[src/include/frontend_consts.svh]
`ifndef FRONTEND_CONSTS_SVH
`define FRONTEND_CONSTS_SVH

// register files
`define PHYS_REGS      8
`define PR_ADDR_W      3
`define ARCH_REGS      4
`define AR_ADDR_W      2

// instruction fields
`define MACRO_OP_W     8
`define OPC_W          3
`define UOP_W          9
`define RENAMED_OP_SZ  12

// buffers
`define ALU_BUF_ELEMS  4
`define ALU_BUF_IDX_W  2

`endif

[src/logic/frontend_pkg.sv]
`include "frontend_consts.svh"

package frontend_pkg;

    typedef enum logic [`OPC_W-1:0] {
        M_ADD    = 3'd0,
        M_SUB    = 3'd1,
        M_AND    = 3'd2,
        M_LOAD   = 3'd3,
        M_STORE  = 3'd4,
        M_LDADD  = 3'd5,
        M_BRANCH = 3'd6,
        M_HALT   = 3'd7
    } macro_op_e;

    // code 5 is left free in the micro-op space.
    typedef enum logic [`OPC_W-1:0] {
        U_ADD    = 3'd0,
        U_SUB    = 3'd1,
        U_AND    = 3'd2,
        U_LOAD   = 3'd3,
        U_STORE  = 3'd4,
        U_BRANCH = 3'd6,
        U_HALT   = 3'd7
    } uop_op_e;

    typedef enum logic [1:0] {CLS_ALU, CLS_MEM, CLS_TERM} uop_class_e;

    typedef enum logic {F_FIRST, F_SECOND} fetch_state_e;

endpackage

[src/logic/uop_fetch.sv]
`include "frontend_consts.svh"

module uop_fetch (
    input  logic                   clk,
    input  logic                   rst,
    input  logic                   fetch,
    input  logic [`MACRO_OP_W-1:0] macroop_in,
    input  logic                   microops_ready,
    output logic [`UOP_W-1:0]      microop,
    output logic                   microop_valid,
    output logic                   instr_ready
);
    import frontend_pkg::*;

    logic [`MACRO_OP_W-1:0] mop;
    logic                   full;
    fetch_state_e           state;
    macro_op_e              m_op;
    logic [`AR_ADDR_W-1:0]  m_dst;
    logic [`AR_ADDR_W-1:0]  m_src;
    logic                   xfer;
    logic                   last;

    assign m_op  = macro_op_e'(mop[7:5]);
    assign m_dst = mop[4:3];
    assign m_src = mop[2:1]; // bit 0 carries nothing.

    assign xfer = full & microops_ready;
    assign last = (state == F_SECOND) | (m_op != M_LDADD);

    assign microop_valid = full;
    assign instr_ready   = ~full | (xfer & last);

    always_comb begin
        unique case (m_op)
            M_ADD:    microop = {U_ADD, m_dst, m_dst, m_src};
            M_SUB:    microop = {U_SUB, m_dst, m_dst, m_src};
            M_AND:    microop = {U_AND, m_dst, m_dst, m_src};
            M_LOAD:   microop = {U_LOAD, m_dst, m_src, m_src};
            M_STORE:  microop = {U_STORE, 2'd0, m_dst, m_src}; // no destination write.
            M_LDADD:  microop = (state == F_FIRST) ? {U_LOAD, m_dst, m_src, m_src}
                                                   : {U_ADD, m_dst, m_dst, m_dst};
            M_BRANCH: microop = {U_BRANCH, 2'd0, m_src, m_src};
            default:  microop = {U_HALT, 2'd0, m_src, m_src};
        endcase
    end

    always_ff @(posedge clk) begin
        if (rst) begin
            full  <= 1'b0;
            state <= F_FIRST;
        end else if (fetch) begin
            full  <= 1'b1; // a new macro-op may replace the one finishing now.
            state <= F_FIRST;
        end else if (xfer) begin
            if (last) begin
                full <= 1'b0;
            end else begin
                state <= F_SECOND;
            end
        end
    end

    always_ff @(posedge clk) begin
        if (fetch) begin
            mop <= macroop_in;
        end
    end

endmodule

[src/logic/rename_decoder.sv]
`include "frontend_consts.svh"

module rename_decoder (
    input  logic                      clk,
    input  logic                      rst,
    input  logic [`UOP_W-1:0]         microop,
    input  logic                      microop_valid,
    output logic                      microop_ready,
    input  logic [`PR_ADDR_W-1:0]     cmplt_free_reg,
    input  logic                      cmplt_free_valid,
    input  logic [`PR_ADDR_W-1:0]     cmplt_dest_phys,
    input  logic                      cmplt_dest_valid,
    output logic [`RENAMED_OP_SZ-1:0] renamed_op,
    output logic [1:0]                renamed_src_ready,
    output logic                      renamed_valid,
    input  logic                      renamed_ready,
    output logic [`PR_ADDR_W-1:0]     old_alias,
    output logic                      old_alias_valid
);
    import frontend_pkg::*;

    logic [`PR_ADDR_W-1:0] map_table [`ARCH_REGS];
    logic [`PR_ADDR_W-1:0] fl_mem [`PHYS_REGS];
    logic [`PR_ADDR_W-1:0] fl_rd;
    logic [`PR_ADDR_W-1:0] fl_wr;
    logic [`PR_ADDR_W:0]   fl_count;
    logic [`PHYS_REGS-1:0] done_sb;

    uop_op_e               u_op;
    logic [`AR_ADDR_W-1:0] u_dst;
    logic [`AR_ADDR_W-1:0] u_s1;
    logic [`AR_ADDR_W-1:0] u_s2;
    logic                  needs_dest;
    logic                  take;
    logic                  alloc;
    logic [`PR_ADDR_W-1:0] p_dst;
    logic [`PR_ADDR_W-1:0] p_s1;
    logic [`PR_ADDR_W-1:0] p_s2;
    logic                  s1_rdy;
    logic                  s2_rdy;
    logic [`PR_ADDR_W-1:0] out_s1;
    logic [`PR_ADDR_W-1:0] out_s2;

    assign u_op  = uop_op_e'(microop[`UOP_W-1 -: `OPC_W]);
    assign u_dst = microop[3*`AR_ADDR_W-1 -: `AR_ADDR_W];
    assign u_s1  = microop[2*`AR_ADDR_W-1 -: `AR_ADDR_W];
    assign u_s2  = microop[`AR_ADDR_W-1:0];

    assign needs_dest = (u_op == U_ADD) | (u_op == U_SUB) | (u_op == U_AND) | (u_op == U_LOAD);

    // a destination can only be renamed while the free list holds a register.
    assign microop_ready = (~renamed_valid | renamed_ready) & (~needs_dest | (fl_count != '0));
    assign take  = microop_valid & microop_ready;
    assign alloc = take & needs_dest;

    assign p_dst = needs_dest ? fl_mem[fl_rd] : '0;
    assign p_s1  = map_table[u_s1];
    assign p_s2  = map_table[u_s2];

    // a completion landing in the capture cycle already counts.
    assign s1_rdy = done_sb[p_s1] | (cmplt_dest_valid & (cmplt_dest_phys == p_s1));
    assign s2_rdy = done_sb[p_s2] | (cmplt_dest_valid & (cmplt_dest_phys == p_s2));

    assign out_s1 = renamed_op[2*`PR_ADDR_W-1 -: `PR_ADDR_W];
    assign out_s2 = renamed_op[`PR_ADDR_W-1:0];

    always_ff @(posedge clk) begin
        if (rst) begin
            for (int i = 0; i < `ARCH_REGS; i++) begin
                map_table[i] <= `PR_ADDR_W'(i);
            end
            for (int i = 0; i < `PHYS_REGS; i++) begin
                fl_mem[i] <= `PR_ADDR_W'(i + `ARCH_REGS);
            end
            fl_rd           <= '0;
            fl_wr           <= `PR_ADDR_W'(`PHYS_REGS - `ARCH_REGS);
            fl_count        <= (`PR_ADDR_W + 1)'(`PHYS_REGS - `ARCH_REGS);
            done_sb         <= `PHYS_REGS'((1 << `ARCH_REGS) - 1);
            renamed_valid   <= 1'b0;
            old_alias_valid <= 1'b0;
        end else begin
            if (cmplt_free_valid) begin
                fl_mem[fl_wr] <= cmplt_free_reg;
                fl_wr         <= fl_wr + 1'b1;
            end
            if (alloc) begin
                fl_rd              <= fl_rd + 1'b1;
                map_table[u_dst]   <= p_dst;
            end
            fl_count <= fl_count + cmplt_free_valid - alloc;
            if (cmplt_dest_valid) begin
                done_sb[cmplt_dest_phys] <= 1'b1;
            end
            if (alloc) begin
                done_sb[p_dst] <= 1'b0;
            end
            if (take) begin
                renamed_valid <= 1'b1;
            end else if (renamed_ready) begin
                renamed_valid <= 1'b0;
            end
            old_alias_valid <= alloc;
        end
    end

    always_ff @(posedge clk) begin
        if (take) begin
            renamed_op        <= {u_op, p_dst, p_s1, p_s2};
            renamed_src_ready <= {s1_rdy, s2_rdy};
        end else begin
            // keep the held operation current while it waits downstream.
            if (cmplt_dest_valid && (cmplt_dest_phys == out_s1)) begin
                renamed_src_ready[1] <= 1'b1;
            end
            if (cmplt_dest_valid && (cmplt_dest_phys == out_s2)) begin
                renamed_src_ready[0] <= 1'b1;
            end
        end
        if (alloc) begin
            old_alias <= map_table[u_dst];
        end
    end

endmodule

[src/logic/type_sort.sv]
`include "frontend_consts.svh"

module type_sort (
    input  logic [`RENAMED_OP_SZ-1:0] renamed_op,
    input  logic                      renamed_valid,
    output logic                      renamed_ready,
    input  logic [1:0]                renamed_src_ready,
    output logic [`RENAMED_OP_SZ-1:0] alu_op,
    output logic                      alu_valid,
    input  logic                      alu_ready,
    output logic [1:0]                alu_srcs,
    output logic [`RENAMED_OP_SZ-1:0] mem_op,
    output logic                      mem_valid,
    input  logic                      mem_ready,
    output logic [`RENAMED_OP_SZ-1:0] term_op,
    output logic                      term_valid,
    input  logic                      term_ready
);
    import frontend_pkg::*;

    uop_op_e    op;
    uop_class_e cls;

    assign op = uop_op_e'(renamed_op[`RENAMED_OP_SZ-1 -: `OPC_W]);

    always_comb begin
        unique case (op)
            U_ADD, U_SUB, U_AND: cls = CLS_ALU;
            U_LOAD, U_STORE:     cls = CLS_MEM;
            default:             cls = CLS_TERM; // unused code 5 falls here too.
        endcase
    end

    assign alu_op   = renamed_op;
    assign mem_op   = renamed_op;
    assign term_op  = renamed_op;
    assign alu_srcs = renamed_src_ready;

    assign alu_valid  = renamed_valid & (cls == CLS_ALU);
    assign mem_valid  = renamed_valid & (cls == CLS_MEM);
    assign term_valid = renamed_valid & (cls == CLS_TERM);

    always_comb begin
        unique case (cls)
            CLS_ALU: renamed_ready = alu_ready;
            CLS_MEM: renamed_ready = mem_ready;
            default: renamed_ready = term_ready;
        endcase
    end

endmodule

[src/logic/issue_buffer_ooo.sv]
`include "frontend_consts.svh"

module issue_buffer_ooo (
    input  logic                      clk,
    input  logic                      rst,
    input  logic [`RENAMED_OP_SZ-1:0] din,
    input  logic [1:0]                din_srcs,
    input  logic                      din_valid,
    output logic                      din_ready,
    input  logic [`PR_ADDR_W-1:0]     cmplt_dest_phys,
    input  logic                      cmplt_dest_valid,
    output logic [`RENAMED_OP_SZ-1:0] dout,
    output logic                      dout_valid,
    input  logic                      dout_ready
);

    logic [`RENAMED_OP_SZ-1:0] slot_op [`ALU_BUF_ELEMS];
    logic [`ALU_BUF_ELEMS-1:0] slot_valid;
    logic [`ALU_BUF_ELEMS-1:0] s1_done;
    logic [`ALU_BUF_ELEMS-1:0] s2_done;
    logic [`ALU_BUF_IDX_W-1:0] issue_idx;
    logic [`ALU_BUF_IDX_W-1:0] free_idx;
    logic                      issue_hit;
    logic                      din_s1_hit;
    logic                      din_s2_hit;

    // both loops run downwards so the lowest index wins.
    always_comb begin
        issue_hit = 1'b0;
        issue_idx = '0;
        free_idx  = '0;
        for (int i = `ALU_BUF_ELEMS - 1; i >= 0; i--) begin
            if (slot_valid[i] && s1_done[i] && s2_done[i]) begin
                issue_hit = 1'b1;
                issue_idx = `ALU_BUF_IDX_W'(i);
            end
            if (!slot_valid[i]) begin
                free_idx = `ALU_BUF_IDX_W'(i);
            end
        end
    end

    assign din_ready  = ~&slot_valid;
    assign dout       = slot_op[issue_idx];
    assign dout_valid = issue_hit;

    assign din_s1_hit = cmplt_dest_valid & (cmplt_dest_phys == din[2*`PR_ADDR_W-1 -: `PR_ADDR_W]);
    assign din_s2_hit = cmplt_dest_valid & (cmplt_dest_phys == din[`PR_ADDR_W-1:0]);

    always_ff @(posedge clk) begin
        if (rst) begin
            slot_valid <= '0;
        end else begin
            for (int i = 0; i < `ALU_BUF_ELEMS; i++) begin
                if (cmplt_dest_valid
                        && (cmplt_dest_phys == slot_op[i][2*`PR_ADDR_W-1 -: `PR_ADDR_W])) begin
                    s1_done[i] <= 1'b1;
                end
                if (cmplt_dest_valid && (cmplt_dest_phys == slot_op[i][`PR_ADDR_W-1:0])) begin
                    s2_done[i] <= 1'b1;
                end
            end
            if (dout_valid && dout_ready) begin
                slot_valid[issue_idx] <= 1'b0;
            end
            if (din_valid && din_ready) begin
                slot_valid[free_idx] <= 1'b1;
                slot_op[free_idx]    <= din;
                s1_done[free_idx]    <= din_srcs[1] | din_s1_hit;
                s2_done[free_idx]    <= din_srcs[0] | din_s2_hit;
            end
        end
    end

endmodule

[src/logic/frontend.sv]
`include "frontend_consts.svh"

module frontend (
    input  logic                      clk,
    input  logic                      rst,
    input  logic                      wakeup,
    input  logic [`MACRO_OP_W-1:0]    instr,
    input  logic                      instr_valid,
    output logic                      instr_ready,
    input  logic [`PR_ADDR_W-1:0]     cmplt_dest_phys,
    input  logic                      cmplt_dest_valid,
    input  logic [`PR_ADDR_W-1:0]     cmplt_free_reg,
    input  logic                      cmplt_free_valid,
    output logic [`PR_ADDR_W-1:0]     old_alias,
    output logic                      old_alias_valid,
    output logic [`RENAMED_OP_SZ-1:0] alu_op,
    output logic                      alu_op_valid,
    input  logic                      alu_op_ready,
    output logic [`RENAMED_OP_SZ-1:0] mem_op,
    output logic                      mem_op_valid,
    input  logic                      mem_op_ready,
    output logic [`RENAMED_OP_SZ-1:0] term_op,
    output logic                      term_op_valid,
    input  logic                      term_op_ready
);

    logic [`UOP_W-1:0]         microop;
    logic                      microop_valid;
    logic                      microop_ready;
    logic [`RENAMED_OP_SZ-1:0] renamed_op;
    logic [1:0]                renamed_src_ready;
    logic                      renamed_valid;
    logic                      renamed_ready;
    logic [`RENAMED_OP_SZ-1:0] sort_alu_op;
    logic [1:0]                sort_alu_srcs;
    logic                      sort_alu_valid;
    logic                      sort_alu_ready;
    logic                      running;
    logic                      do_microops;

    // a terminator leaving stops the flow into rename until woken.
    assign do_microops = (running & ~(term_op_valid & term_op_ready)) | wakeup;

    uop_fetch u_fetch (
        .clk            (clk),
        .rst            (rst),
        .fetch          (instr_valid & instr_ready),
        .macroop_in     (instr),
        .microops_ready (microop_ready & do_microops),
        .microop        (microop),
        .microop_valid  (microop_valid),
        .instr_ready    (instr_ready)
    );

    rename_decoder u_rename (
        .clk               (clk),
        .rst               (rst),
        .microop           (microop),
        .microop_valid     (microop_valid & do_microops),
        .microop_ready     (microop_ready),
        .cmplt_free_reg    (cmplt_free_reg),
        .cmplt_free_valid  (cmplt_free_valid),
        .cmplt_dest_phys   (cmplt_dest_phys),
        .cmplt_dest_valid  (cmplt_dest_valid),
        .renamed_op        (renamed_op),
        .renamed_src_ready (renamed_src_ready),
        .renamed_valid     (renamed_valid),
        .renamed_ready     (renamed_ready),
        .old_alias         (old_alias),
        .old_alias_valid   (old_alias_valid)
    );

    type_sort u_sort (
        .renamed_op        (renamed_op),
        .renamed_valid     (renamed_valid),
        .renamed_ready     (renamed_ready),
        .renamed_src_ready (renamed_src_ready),
        .alu_op            (sort_alu_op),
        .alu_valid         (sort_alu_valid),
        .alu_ready         (sort_alu_ready),
        .alu_srcs          (sort_alu_srcs),
        .mem_op            (mem_op),
        .mem_valid         (mem_op_valid),
        .mem_ready         (mem_op_ready),
        .term_op           (term_op),
        .term_valid        (term_op_valid),
        .term_ready        (term_op_ready)
    );

    issue_buffer_ooo u_alu_buf (
        .clk              (clk),
        .rst              (rst),
        .din              (sort_alu_op),
        .din_srcs         (sort_alu_srcs),
        .din_valid        (sort_alu_valid),
        .din_ready        (sort_alu_ready),
        .cmplt_dest_phys  (cmplt_dest_phys),
        .cmplt_dest_valid (cmplt_dest_valid),
        .dout             (alu_op),
        .dout_valid       (alu_op_valid),
        .dout_ready       (alu_op_ready)
    );

    always_ff @(posedge clk) begin
        if (rst) begin
            running <= 1'b1;
        end else begin
            running <= do_microops;
        end
    end

endmodule

[config.mk]
export PLATFORM = sky130hd
export DESIGN_NAME = frontend
export DESIGN_NICKNAME = d
export VERILOG_FILES = /design/src/logic/frontend_pkg.sv /design/src/logic/uop_fetch.sv /design/src/logic/rename_decoder.sv /design/src/logic/type_sort.sv /design/src/logic/issue_buffer_ooo.sv /design/src/logic/frontend.sv
export VERILOG_INCLUDE_DIRS = /design/src /design/src/include
export SDC_FILE = /design/constraint.sdc
export NUM_CORES = 1
export LEC_CHECK = 0
export ABC_AREA = 1
export BUFFER_PORTS_ARGS = -buffer_cell sky130_fd_sc_hd__buf_2
export CORE_MARGIN = 5
export CORE_UTILIZATION = 40
export CTS_BUF_LIST = sky130_fd_sc_hd__clkbuf_8 sky130_fd_sc_hd__clkbuf_16
export DETAILED_ROUTE_END_ITERATION = 10
export GPL_TIMING_DRIVEN = 0
export PLACE_DENSITY_LB_ADDON = 0.12
export SLEW_MARGIN = 25
export SYNTH_ARGS = -nofsm -noshare
export SYNTH_HDL_FRONTEND = slang
export SYNTH_SLANG_ARGS = --single-unit
[constraint.sdc]
create_clock -name clk -period 6.4 [get_ports clk]
set_input_delay 0.32 -clock clk [delete_from_list [all_inputs] [get_ports clk]]
set_output_delay 0.32 -clock clk [all_outputs]
set_load 0.02 [all_outputs]
* After elaboration in Yosys (flattened, before gate mapping)
Memories as Yosys holds them, arrays and structs flattened. A register that Yosys moved wholly into a read port is not among the register bits.
Cells that the tools add are included.
** Word-level totals
- Bits in registers :: 57
- Memory bits (writable) :: 84
- Input bits :: 23
- Output and inout port bits :: 44
- Memories kept :: 3
** Cells by class
- Add/subtract/negate cells :: 4
- Magnitude comparators :: 10
- Equal/unequal tests :: 28
- Muxes and demuxes :: 82
- Bitwise logic cells :: 40
- Reductions and logical operators :: 43
** Memory list
- u_alu_buf.slot_op :: words 4, bits a word 12, read ports 5, clocked after Yosys merged registers in 0, write ports 1, line issue_buffer_ooo.sv:17 : logic [`RENAMED_OP_SZ-1:0] slot_op [`ALU_BUF_ELEMS];
- u_rename.fl_mem :: words 8, bits a word 3, read ports 1, clocked after Yosys merged registers in 1, write ports 8, line rename_decoder.sv:23 : logic [`PR_ADDR_W-1:0] fl_mem [`PHYS_REGS];
- u_rename.map_table :: words 4, bits a word 3, read ports 3, clocked after Yosys merged registers in 1, write ports 4, line rename_decoder.sv:22 : logic [`PR_ADDR_W-1:0] map_table [`ARCH_REGS];
** Operators with widths (count)
- case mux 9 bit (7 select lines) :: 1
- two-way mux 1 bit :: 46
- == test 3 bit :: 12
- two-way mux 8 bit :: 4
- logical AND 1 bit :: 24
- two-way mux 2 bit :: 10
- two-way mux 4 bit :: 5
- == test 3 x 2 -> 1 bit, second input constant :: 6
- two-way mux 3 bit :: 6
- AND 1 bit :: 17
- less-than comparator 3 x 4 -> 1 bit, second input constant :: 4
- == test 3 bit, second input constant :: 4
- OR 1 bit :: 12
- nonzero test 2 bit :: 5
- == test 3 x 1 -> 1 bit, second input constant :: 3
- logical NOT 3 bit :: 3
- OR reduction 3 bit :: 3
- AND 8 bit :: 1
- bitwise mux 4 bit :: 2
- NOT 8 bit :: 1
- OR 8 bit :: 1
- adder 3 x 1 -> 3 bit, second input constant :: 2
- binary-select mux 1 bit (select 3 bit) :: 2
- demux 1 bit (select 3 bit) :: 2
- other kinds (21) :: 31

* Longest topological paths before layout
Gate-level depths: netlist of run 1.
- Depth after elaboration :: 17
- Depth in mapped cells :: 17
- Gate-level depth less buffers :: 17

* Hierarchy
Synthesis of run 1 repeated with hierarchy kept, for this count alone.
** Unflattened totals
- Cells, all modules :: 940
- Area total of the unflattened synthesis :: 8095.3 µm²
** By module, submodules not included
- rename_decoder :: times used 1, cells each 507, area each 4119.0 µm²
- issue_buffer_ooo :: times used 1, cells each 314, area each 3096.7 µm²
- uop_fetch :: times used 1, cells each 55, area each 456.7 µm²
- type_sort :: times used 1, cells each 53, area each 356.6 µm²
- frontend :: times used 1, cells each 11, area each 66.3 µm²

* Worst setup path before layout of run 1
OpenSTA, ideal clock, no wires.
- Path type :: register to register
- Start :: register u_rename.renamed_op[10]
- End :: register u_rename.fl_count[2]
- Arrival :: 2.721 ns
- Setup slack :: 3.555 ns
- Stages on the path, launching flop included :: 17
- Path buffers :: 0
- Clock period less this slack :: 2.845 ns
- Cells stage by stage :: edfxtp_1 inv_1 a21oi_2 inv_1 nor2_1 nand2_1 a21oi_1 nor2_1 nand2_2 nor2_2 ha_1 inv_1 ha_1 inv_1 fa_1 a21oi_1 o21ai_0
** On the way
- Word-level cells in the longest chain between the ends :: 13
- Elaborated cells on any way between the ends :: 23
** Ends and longest elaborated chain
- start, declared :: line rename_decoder.sv:13 : output logic [`RENAMED_OP_SZ-1:0] renamed_op,
- start signal, assigned :: line rename_decoder.sv:108 : renamed_op <= {u_op, p_dst, p_s1, p_s2};
- == test 3 x 1 -> 1 bit (tied with other cells) :: line type_sort.sv:27 : unique case (op)
- OR reduction 3 bit or OR reduction 2 bit (tied branches) :: line type_sort.sv:27
- case mux 2 bit (2 select lines) (*) :: line type_sort.sv:27
- == test 2 bit (*) :: line type_sort.sv:41 : assign term_valid = renamed_valid & (cls == CLS_TERM);
- AND 1 bit (*) :: line type_sort.sv:41
- named net term_op_valid :: line frontend.sv:23 : output logic term_op_valid,
- AND 1 bit (*) :: line frontend.sv:42 : assign do_microops = (running & ~(term_op_valid & term_op_ready)) | wakeup;
- NOT 1 bit (*) :: line frontend.sv:42
- AND 1 bit (*) :: line frontend.sv:42
- OR 1 bit (*) :: line frontend.sv:42
- AND 1 bit (*) :: line frontend.sv:59 : .microop_valid (microop_valid & do_microops),
- AND 1 bit (*) :: line rename_decoder.sv:53 : assign take = microop_valid & microop_ready;
- AND 1 bit (*) :: line rename_decoder.sv:54 : assign alloc = take & needs_dest;
- named net u_rename.alloc :: line rename_decoder.sv:35 : logic alloc;
- subtractor 4 x 1 -> 4 bit (*) :: line rename_decoder.sv:90 : fl_count <= fl_count + cmplt_free_valid - alloc;
- end signal, assigned :: line rename_decoder.sv:77 : fl_count <= (`PR_ADDR_W + 1)'(`PHYS_REGS - `ARCH_REGS);
- end signal, assigned :: line rename_decoder.sv:90
- end, declared :: line rename_decoder.sv:26 : logic [`PR_ADDR_W:0] fl_count;
Mark *: on every way through the listed nets, which the timed path passes. The rest lies on a longest branch.
A chain may end at the register's enable or synchronous reset.

* Final worst setup path of run 1
- Start :: register u_alu_buf.slot_valid[3]
- End :: output alu_op[9]
** On the way
- Word-level cells in the longest chain between the ends :: 7
** Ends and longest elaborated chain
- start, declared :: line issue_buffer_ooo.sv:18 : logic [`ALU_BUF_ELEMS-1:0] slot_valid;
- start signal, assigned :: line issue_buffer_ooo.sv:52 : slot_valid <= '0;
- start signal, assigned by index :: line issue_buffer_ooo.sv:64 : slot_valid[issue_idx] <= 1'b0;
- start signal, assigned by index :: line issue_buffer_ooo.sv:67 : slot_valid[free_idx] <= 1'b1;
- logical AND 1 bit (2 in series) :: line issue_buffer_ooo.sv:33 : if (slot_valid[i] && s1_done[i] && s2_done[i]) begin
- two-way mux 2 bit (4 in series) :: line issue_buffer_ooo.sv:33
- memory read (4 x 12 bit)
- end, declared :: line frontend.sv:16 : output logic [`RENAMED_OP_SZ-1:0] alu_op,
No other way between the ends.

==> results of run 1 <==
-- layout make-up --
type	instances	area (sq um)
inverters	116	438
clock inverters	10	80.1
plain buffers	32	193
multi-input cells	518	2750
fillers	1792	9850
clock buffers	22	517
well taps	234	293
repair buffers	64	320
flip-flops and latches	146	4080
-- cell usage after synthesis (2+ instances only) --
cell type	count
nand3_1	81
nand3_4	2
nand2_1	124
clkinv_2	2
nand2_2	7
o2111ai_1	2
a21oi_1	44
nand4_1	19
o311ai_0	7
o31ai_1	2
o21ai_1	3
nand4_2	2
ha_1	7
nor3_1	12
o21ai_0	43
clkbuf_1	10
nand2_4	3
dfxtp_1	30
a31oi_1	7
nand3_2	8
xnor2_1	3
nor2_4	2
edfxtp_1	116
nor2_2	5
or2_2	2
buf_4	12
xor2_1	4
o221ai_1	9
inv_2	6
buf_2	6
o22ai_1	9
nor2_1	91
a211oi_1	5
a2111oi_0	2
o211ai_1	4
buf_1	2
clkinv_1	2
inv_1	106
-- worst max-delay path, cell delays in order (launching register included) --
cell and delay, ns:
dfxtp_1 0.44, nand3_1 0.12, nand2_1 0.08, inv_1 0.06, nor2_1 0.60, clkbuf_1 0.45
nand3_1 0.13, o311ai_0 0.14, buf_2 0.25
-- metrics by stage --
stage	hold WS [ns]	total power, mW	worst slack (ns)	cells
6_report	0.0707	2.51	3.39	1142
3_5_place_dp	0.449	1.54	3.38	1110
3_3_place_gp	0.439	1.54	3.40	1110
4_1_cts	0.0524	2.53	3.34	1142
2_1_floorplan	0.419	1.42	3.56	812
5_1_grt	0.0483	2.63	3.14	1142
-- sequential cells by signal, indices dropped and copies added, names as in the netlist, 4 cells and up, named ones only --
| signal | flops |
|---|---|
| u_rename.renamed_op | 12 |
| u_fetch.mop | 7 |
| u_alu_buf.slot_valid | 4 |
| u_rename.fl_count | 4 |
| u_alu_buf.s1_done | 4 |
| u_rename.done_sb | 8 |
| u_alu_buf.slot_op | 48 |
| u_rename.map_table | 12 |
| u_alu_buf.s2_done | 4 |
| u_rename.fl_mem | 24 |
-- routing by layer --
layer,up-vias,GRT usage (%)
li1,2977,-
met1,2739,25.1
met2,162,30.3
met3,26,3.45
met4,0,6.21
met5,-,0
-- power groups by stage --
stage	clock network (mW)	registers, mW	logic, mW
after floorplan	0	1.15	0.267
after global placement	0	1.15	0.385
after detailed placement	0	1.15	0.387
after CTS	1.01	1.13	0.388
after global routing	1.06	1.14	0.435
final	0.995	1.13	0.384
-- logic make-up after synthesis --
family | count (synthesis)
fa+ha+maj | 8
xor+xnor | 7
simple gates | 361
buf+inv | 148
flops | 146
compound gates | 142
-- final timing paths --
path	cells after the start	startpoint	slack [ns]	to
worst max-delay path	8	u_alu_buf.slot_valid[3]	3.39	alu_op[9]
worst min-delay path	1	instr[2]	0.07	u_fetch.mop[2]
worst max register to register	12	u_rename.renamed_op[10]	3.41	u_rename.fl_count[2]
worst min register to register	2	running	0.45	running
==> flow_summary.toml, run 1 <==
[status]
status = "complete, no violations"

[worst_setup_path]
critPathKind = "reg -> out"
cp.arrival_ns = 2.69
end_kind = "output port"
setup.worst_path.start_class = "register"
required_ns = 6.08
cp_max_fo = 10

[power]
p_switching_mw = 0.688
p_seq_share_pct = 45.1
powerDensity_mw_per_mm2 = 290
clkPwrFrac_pct = 39.6
vdd_drop_max_mv = 0.186
p_leak_nw = 3.52
swShare_pct = 27.4
p_int_mw = 1.82
combPwrFrac_pct = 15.3

[logic_synthesis]
synth_edf_count = 116
synth_area_leaders = "edfxtp_1, dfxtp_1, nand2_1, nand3_1, inv_1"
synth_area_sq_mm = 0.00745
yosysUniqueCellTypes = 49
ys_ff_latch = 146
synth_top_family_by_area = "simple AND/OR/NAND/NOR gates"
synth_flop_cell = "edfxtp_1"
synth_area_leader_cell = "edfxtp_1"
ys_seq_area_share_pct = 54.8
synth_fa_ha_area_share_pct = 1.44
synth-xor-area-share_pct = 0.823
synth.net_count = 843
yosysWarnings = 0
synth-compound-area-share_pct = 11.5
async_reset_ff_share_pct = 0
synth_top_area_share_pct = 46.8
synth_mux_area_share_pct = 0
yosys.area_share.simple_pct = 22.9
postSynthCellCount = 812
syn_avg_cell_area_sq_um = 9.17

[timing]
timing.final.crit_period_ns = 3.01
max_freq_mhz = 332
finalHoldViolCount = 0
period_share_pct = 47.0
drv_slew = 0
finalSetupTns_ns = 0
rsz0062_at_grt = "false"
tightest_slew_ns = 0.767
finalSetupViolCount = 0
slew_headroom_pct = 48.7
skew_ns = 0.00689

[clock_tree]
cts_tree = "yes"
htree_num_levels = 4
cts-buffers-inserted = 17
hold_buffers = 0
cts-root-buf = "clkbuf_16"
cts_resized = 0
post_cts_buffers = 0
insertion_delay_ns = 0.42
clkSinkCount = 146
cts_buffer_depth = 2
clkTransAtPathRegs_ns = 0.06

[cells_and_area]
fin_area_sq_mm = 0.00867
antenna_cells = 0
layout.nets = 926
fin_util_pct = 46.8
syn_to_final_growth_pct = 16.4
drive_gt1_share_pct = 17.6
layout_common_cells = "nand2_1, edfxtp_1, inv_1, nor2_1, nand3_1"
mostFrequentLayoutCell = "nand2_1"

[floorplan]
fp.dieW_um = 146
start_util_pct = 40.2
dieHeight_um = 146
fp.dieArea_sq_mm = 0.0215
boundaryPins = 67
fp-row-count = 50
core_area_sq_mm = 0.0185

[routing]
ant_nets = 0
routed.top_layer = "met4"
wl_met1_mm = 9.00
remaining_drc_errors = 0
vias = 5904
wirelength_mm = 19.5
wl_met3_um = 918
first_pass_iters = 5
vias_per_cell = 5.17
wl_per_cell_um = 17.1
wl_met2_mm = 9.25
drt_iter0_drc = 375

[global_routing]
grt_start_max_net_pins = 18
antenna_found_initial = 0
first_global_vias = 5682
grt_pass1_wl_mm = 31.1
track_usage_pct = 18.6
overflow = 0

[placed_design]
port_buffers = 64
placed_area_sq_mm = 0.00807
gp_congestion = 0.869
dp_hpwl_mm = 14.5

[worst_hold_path]
hold_path.class = "in -> reg"

[job]
cap_violations = 0
(Power assumes the default switching activity.)
==> run 2: changes to the inputs <==
--- a/config.mk
+++ b/config.mk
@@ -6,7 +6,7 @@
 export SDC_FILE = /design/constraint.sdc
 export NUM_CORES = 1
 export LEC_CHECK = 0
-export ABC_AREA = 1
+export ABC_AREA = 0
 export BUFFER_PORTS_ARGS = -buffer_cell sky130_fd_sc_hd__buf_2
 export CORE_MARGIN = 5
 export CORE_UTILIZATION = 40
==> constraint.sdc (replaced) <==
create_clock -name clk -period 2.6 [get_ports clk]
set_input_delay 0.13 -clock clk [delete_from_list [all_inputs] [get_ports clk]]
set_output_delay 0.13 -clock clk [all_outputs]
set_load 0.02 [all_outputs]
==> flow_summary.toml, run 2 <==
[status]
status = "finished, violations left"
violations = "setup timing"

[placed_design]
dp_hpwl_mm = 12.8
port_buffers = 61
gp_congestion = 0.814
placed_cells = 899
placed_area_sq_mm = 0.00786

[logic_synthesis]
syn_avg_cell_area_sq_um = 11.8
yosysWarnings = 0
yosysUniqueCellTypes = 59
synth_area_sq_mm = 0.00720
synthTopCellsByCount = "edfxtp_1, nand2_1, nor2_1"
ys_seq_area_share_pct = 56.7
synth_area_leaders = "edfxtp_1, dfxtp_1, mux2i_1, xnor2_1, nand2_1"
synth_flop_cell = "edfxtp_1"
postSynthCellCount = 608
synth_area_leader_cell = "edfxtp_1"
ys_ff_latch = 146
async_reset_ff_share_pct = 0
synth.net_count = 639
synth_edf_count = 116
synth_top_area_share_pct = 48.4
yosys.cell_count.top_type = "edfxtp_1"

[routing]
wl_per_cell_um = 18.6
vias_per_cell = 5.36
vias = 5124
wirelength_mm = 17.8
drt_iter0_drc = 211
remaining_drc_errors = 0
ant_nets = 0
first_pass_iters = 5

[clock_tree]
cts_buffer_depth = 2
cts-buffers-inserted = 17
cts-root-buf = "clkbuf_16"
cts_tree = "yes"
htree_num_levels = 4
insertion_delay_ns = 0.43
clkTransAtPathRegs_ns = 0.06
clkSinkCount = 146

[worst_hold_path]
min_from = "term_op_ready"
whs_path_depth = 4
hold_path.class = "in -> reg"
min_to = "running"

[cells_and_area]
reg_top3 = "u_alu_buf.slot_op: 48 flops, u_rename.fl_mem: 24 flops"
multiInputGateArea_sq_mm = 0.00301
nFillCells = 1627
layout.nets = 745
seqCellArea_sq_mm = 0.00408
final_cell_count_no_fill = 956
drive_gt1_share_pct = 25.4
largest_reg_flops = 48
mostFrequentLayoutCell = "edfxtp_1"
syn_to_final_growth_pct = 22.2
fin_area_sq_mm = 0.00880
layout_common_cells = "edfxtp_1, buf_2, nand2_1, nor2_1, mux2i_1"
regMostFlops = "u_alu_buf.slot_op"
antenna_cells = 0

[floorplan]
fp.dieW_um = 144
start_util_pct = 40.4
core_area_sq_mm = 0.0178
dieHeight_um = 144
fp.dieArea_sq_mm = 0.0208
boundaryPins = 67
fp-row-count = 49

[worst_setup_path]
reg2reg_slack_ns = -0.005
r2r_end = "u_rename.fl_count[1]"
cp_max_fo = 5
cp.arrival_ns = 2.90
setup.worst_path.start_class = "register"
critPathKind = "reg -> reg"
rr_worst_depth = 11
r2r_start = "u_rename.renamed_op[10]"
end_kind = "register"
required_ns = 2.89

[global_routing]
grt_start_max_net_pins = 18
overflow = 0
first_global_vias = 4984
grt_pass1_wl_mm = 27.3
track_usage_pct = 17.3
antenna_found_initial = 0

[power]
p_leak_nw = 3.24
powerDensity_mw_per_mm2 = 703
vdd_drop_max_mv = 0.490

[timing]
tightest_slew_ns = 0.734
skew_ns = 0.00728
drv_slew = 0
finalSetupViolCount = 1
fin_ws_ns = -0.00522
finalSetupTns_ns = -0.00522
rsz0062_at_grt = "true"
timing.final.crit_period_ns = 2.61
period_share_pct = 100
max_freq_mhz = 384
finalHoldViolCount = 0
slew_headroom_pct = 51.1

[job]
cap_violations = 0
[run 2: cell count changes after synthesis, sizes merged, moves of 12 or more]
cell,before,now
nor2,99,47
nand2,134,48
nand3,91,7
a21oi,46,25
mux2i,0,41
xnor2,3,30
nand4,21,4
a22oi,1,15
nor2b,0,12
inv,112,21
o21ai,46,28
nand2b,0,25
[run 2: how the worst max path moves through the flow]
stage,startpoint,end,depth (start not counted)
finish,u_rename.renamed_op[10],u_rename.fl_count[1],11
global route,u_rename.renamed_op[9],u_rename.fl_count[1],11
detailed placement,u_fetch.mop[5],u_rename.fl_count[3],13
global placement,u_rename.renamed_op[9],u_alu_buf.slot_op[2][10],3
floorplan,u_rename.renamed_op[10],u_rename.fl_count[1],11
CTS,u_rename.renamed_op[10],u_rename.fl_count[3],12
[run 2: logic make-up (layout without fill, tap and decap cells)]
kind of cell             count (synthesis)  count (layout)  share of synthesized area (%)
AND/OR/NAND/NOR                        187             187                           13.2
buffers and inverters                   59             178                           3.73
multiplexers                            52              52                           9.43
AO/OA/AOI/OAI                          116             116                           10.6
flip-flops                             146             146                           56.7
adder cells (fa/ha/maj)                  8               8                           1.49
XOR/XNOR                                40              40                           4.86
[run 2: repair_timing]
item | 4_1_cts | 5_1_grt
resized for setup | 11 | 24
hold buffers | 10 | 0
pin swaps | 2 | 1
endpoints found under the hold margin | 11 | 0
endpoints found under the setup margin | 44 | 42
buffers inserted | 9 | 8
[run 2: critical path, cell delays in order (launching register included)]
cell and delay, ns:
edfxtp_1 0.55, o21ai_0 0.31, o2bb2ai_1 0.14, o21ai_2 0.26, nand3_4 0.14, clkinv_4 0.09, ha_4 0.20, inv_4 0.05
ha_4 0.13, inv_2 0.03, fa_2 0.52, nor2_2 0.04
[run 2: through the flow]
| step | setup WS [ns] | util (%) | hold WS [ns] | total power [mW] |
|---|---|---|---|---|
| 6_report | -0.00522 | 49.4 | 0.0518 | 6.19 |
| 3_3_place_gp | -0.543 | 43.9 | 0.306 | 3.64 |
| 3_5_place_dp | -0.461 | 44.0 | 0.308 | 3.66 |
| 5_1_grt | -0.130 | 49.4 | 0.0686 | 6.44 |
| 4_1_cts | -0.114 | 48.5 | 0.0481 | 6.17 |
| 2_1_floorplan | 0.00447 | - | 0.227 | 3.40 |
[run 2: metal layers]
| layer | track usage, % | up-vias | share of wire (%) |
|---|---|---|---|
| met5 | 0 | - | 0 |
| met4 | 5.30 | 0 | 1.5 |
| met3 | 4.00 | 19 | 4.5 |
| met2 | 29.3 | 126 | 50 |
| met1 | 22.3 | 2527 | 44 |
| li1 | - | 2452 | - |
[run 2: layout make-up]
type                            instances  area share, %
Timing Repair Buffer                   89           6.27
Clock inverter                         15           1.92
Clock buffer                           17           4.83
Sequential cell                       146           46.4
Tap cell                              229           3.25
Buffer                                 36           2.13
Inverter                               21           1.02
Multi-Input combinational cell        403           34.2
[run 2: power by group]
part / internal (mW) / total (mW) / leakage (nW) / switching [mW]
combinational: 0.405 / 0.931 / 1.65 / 0.526
clock: 1.44 / 2.48 / 0.289 / 1.04
sequential: 2.66 / 2.78 / 1.30 / 0.121
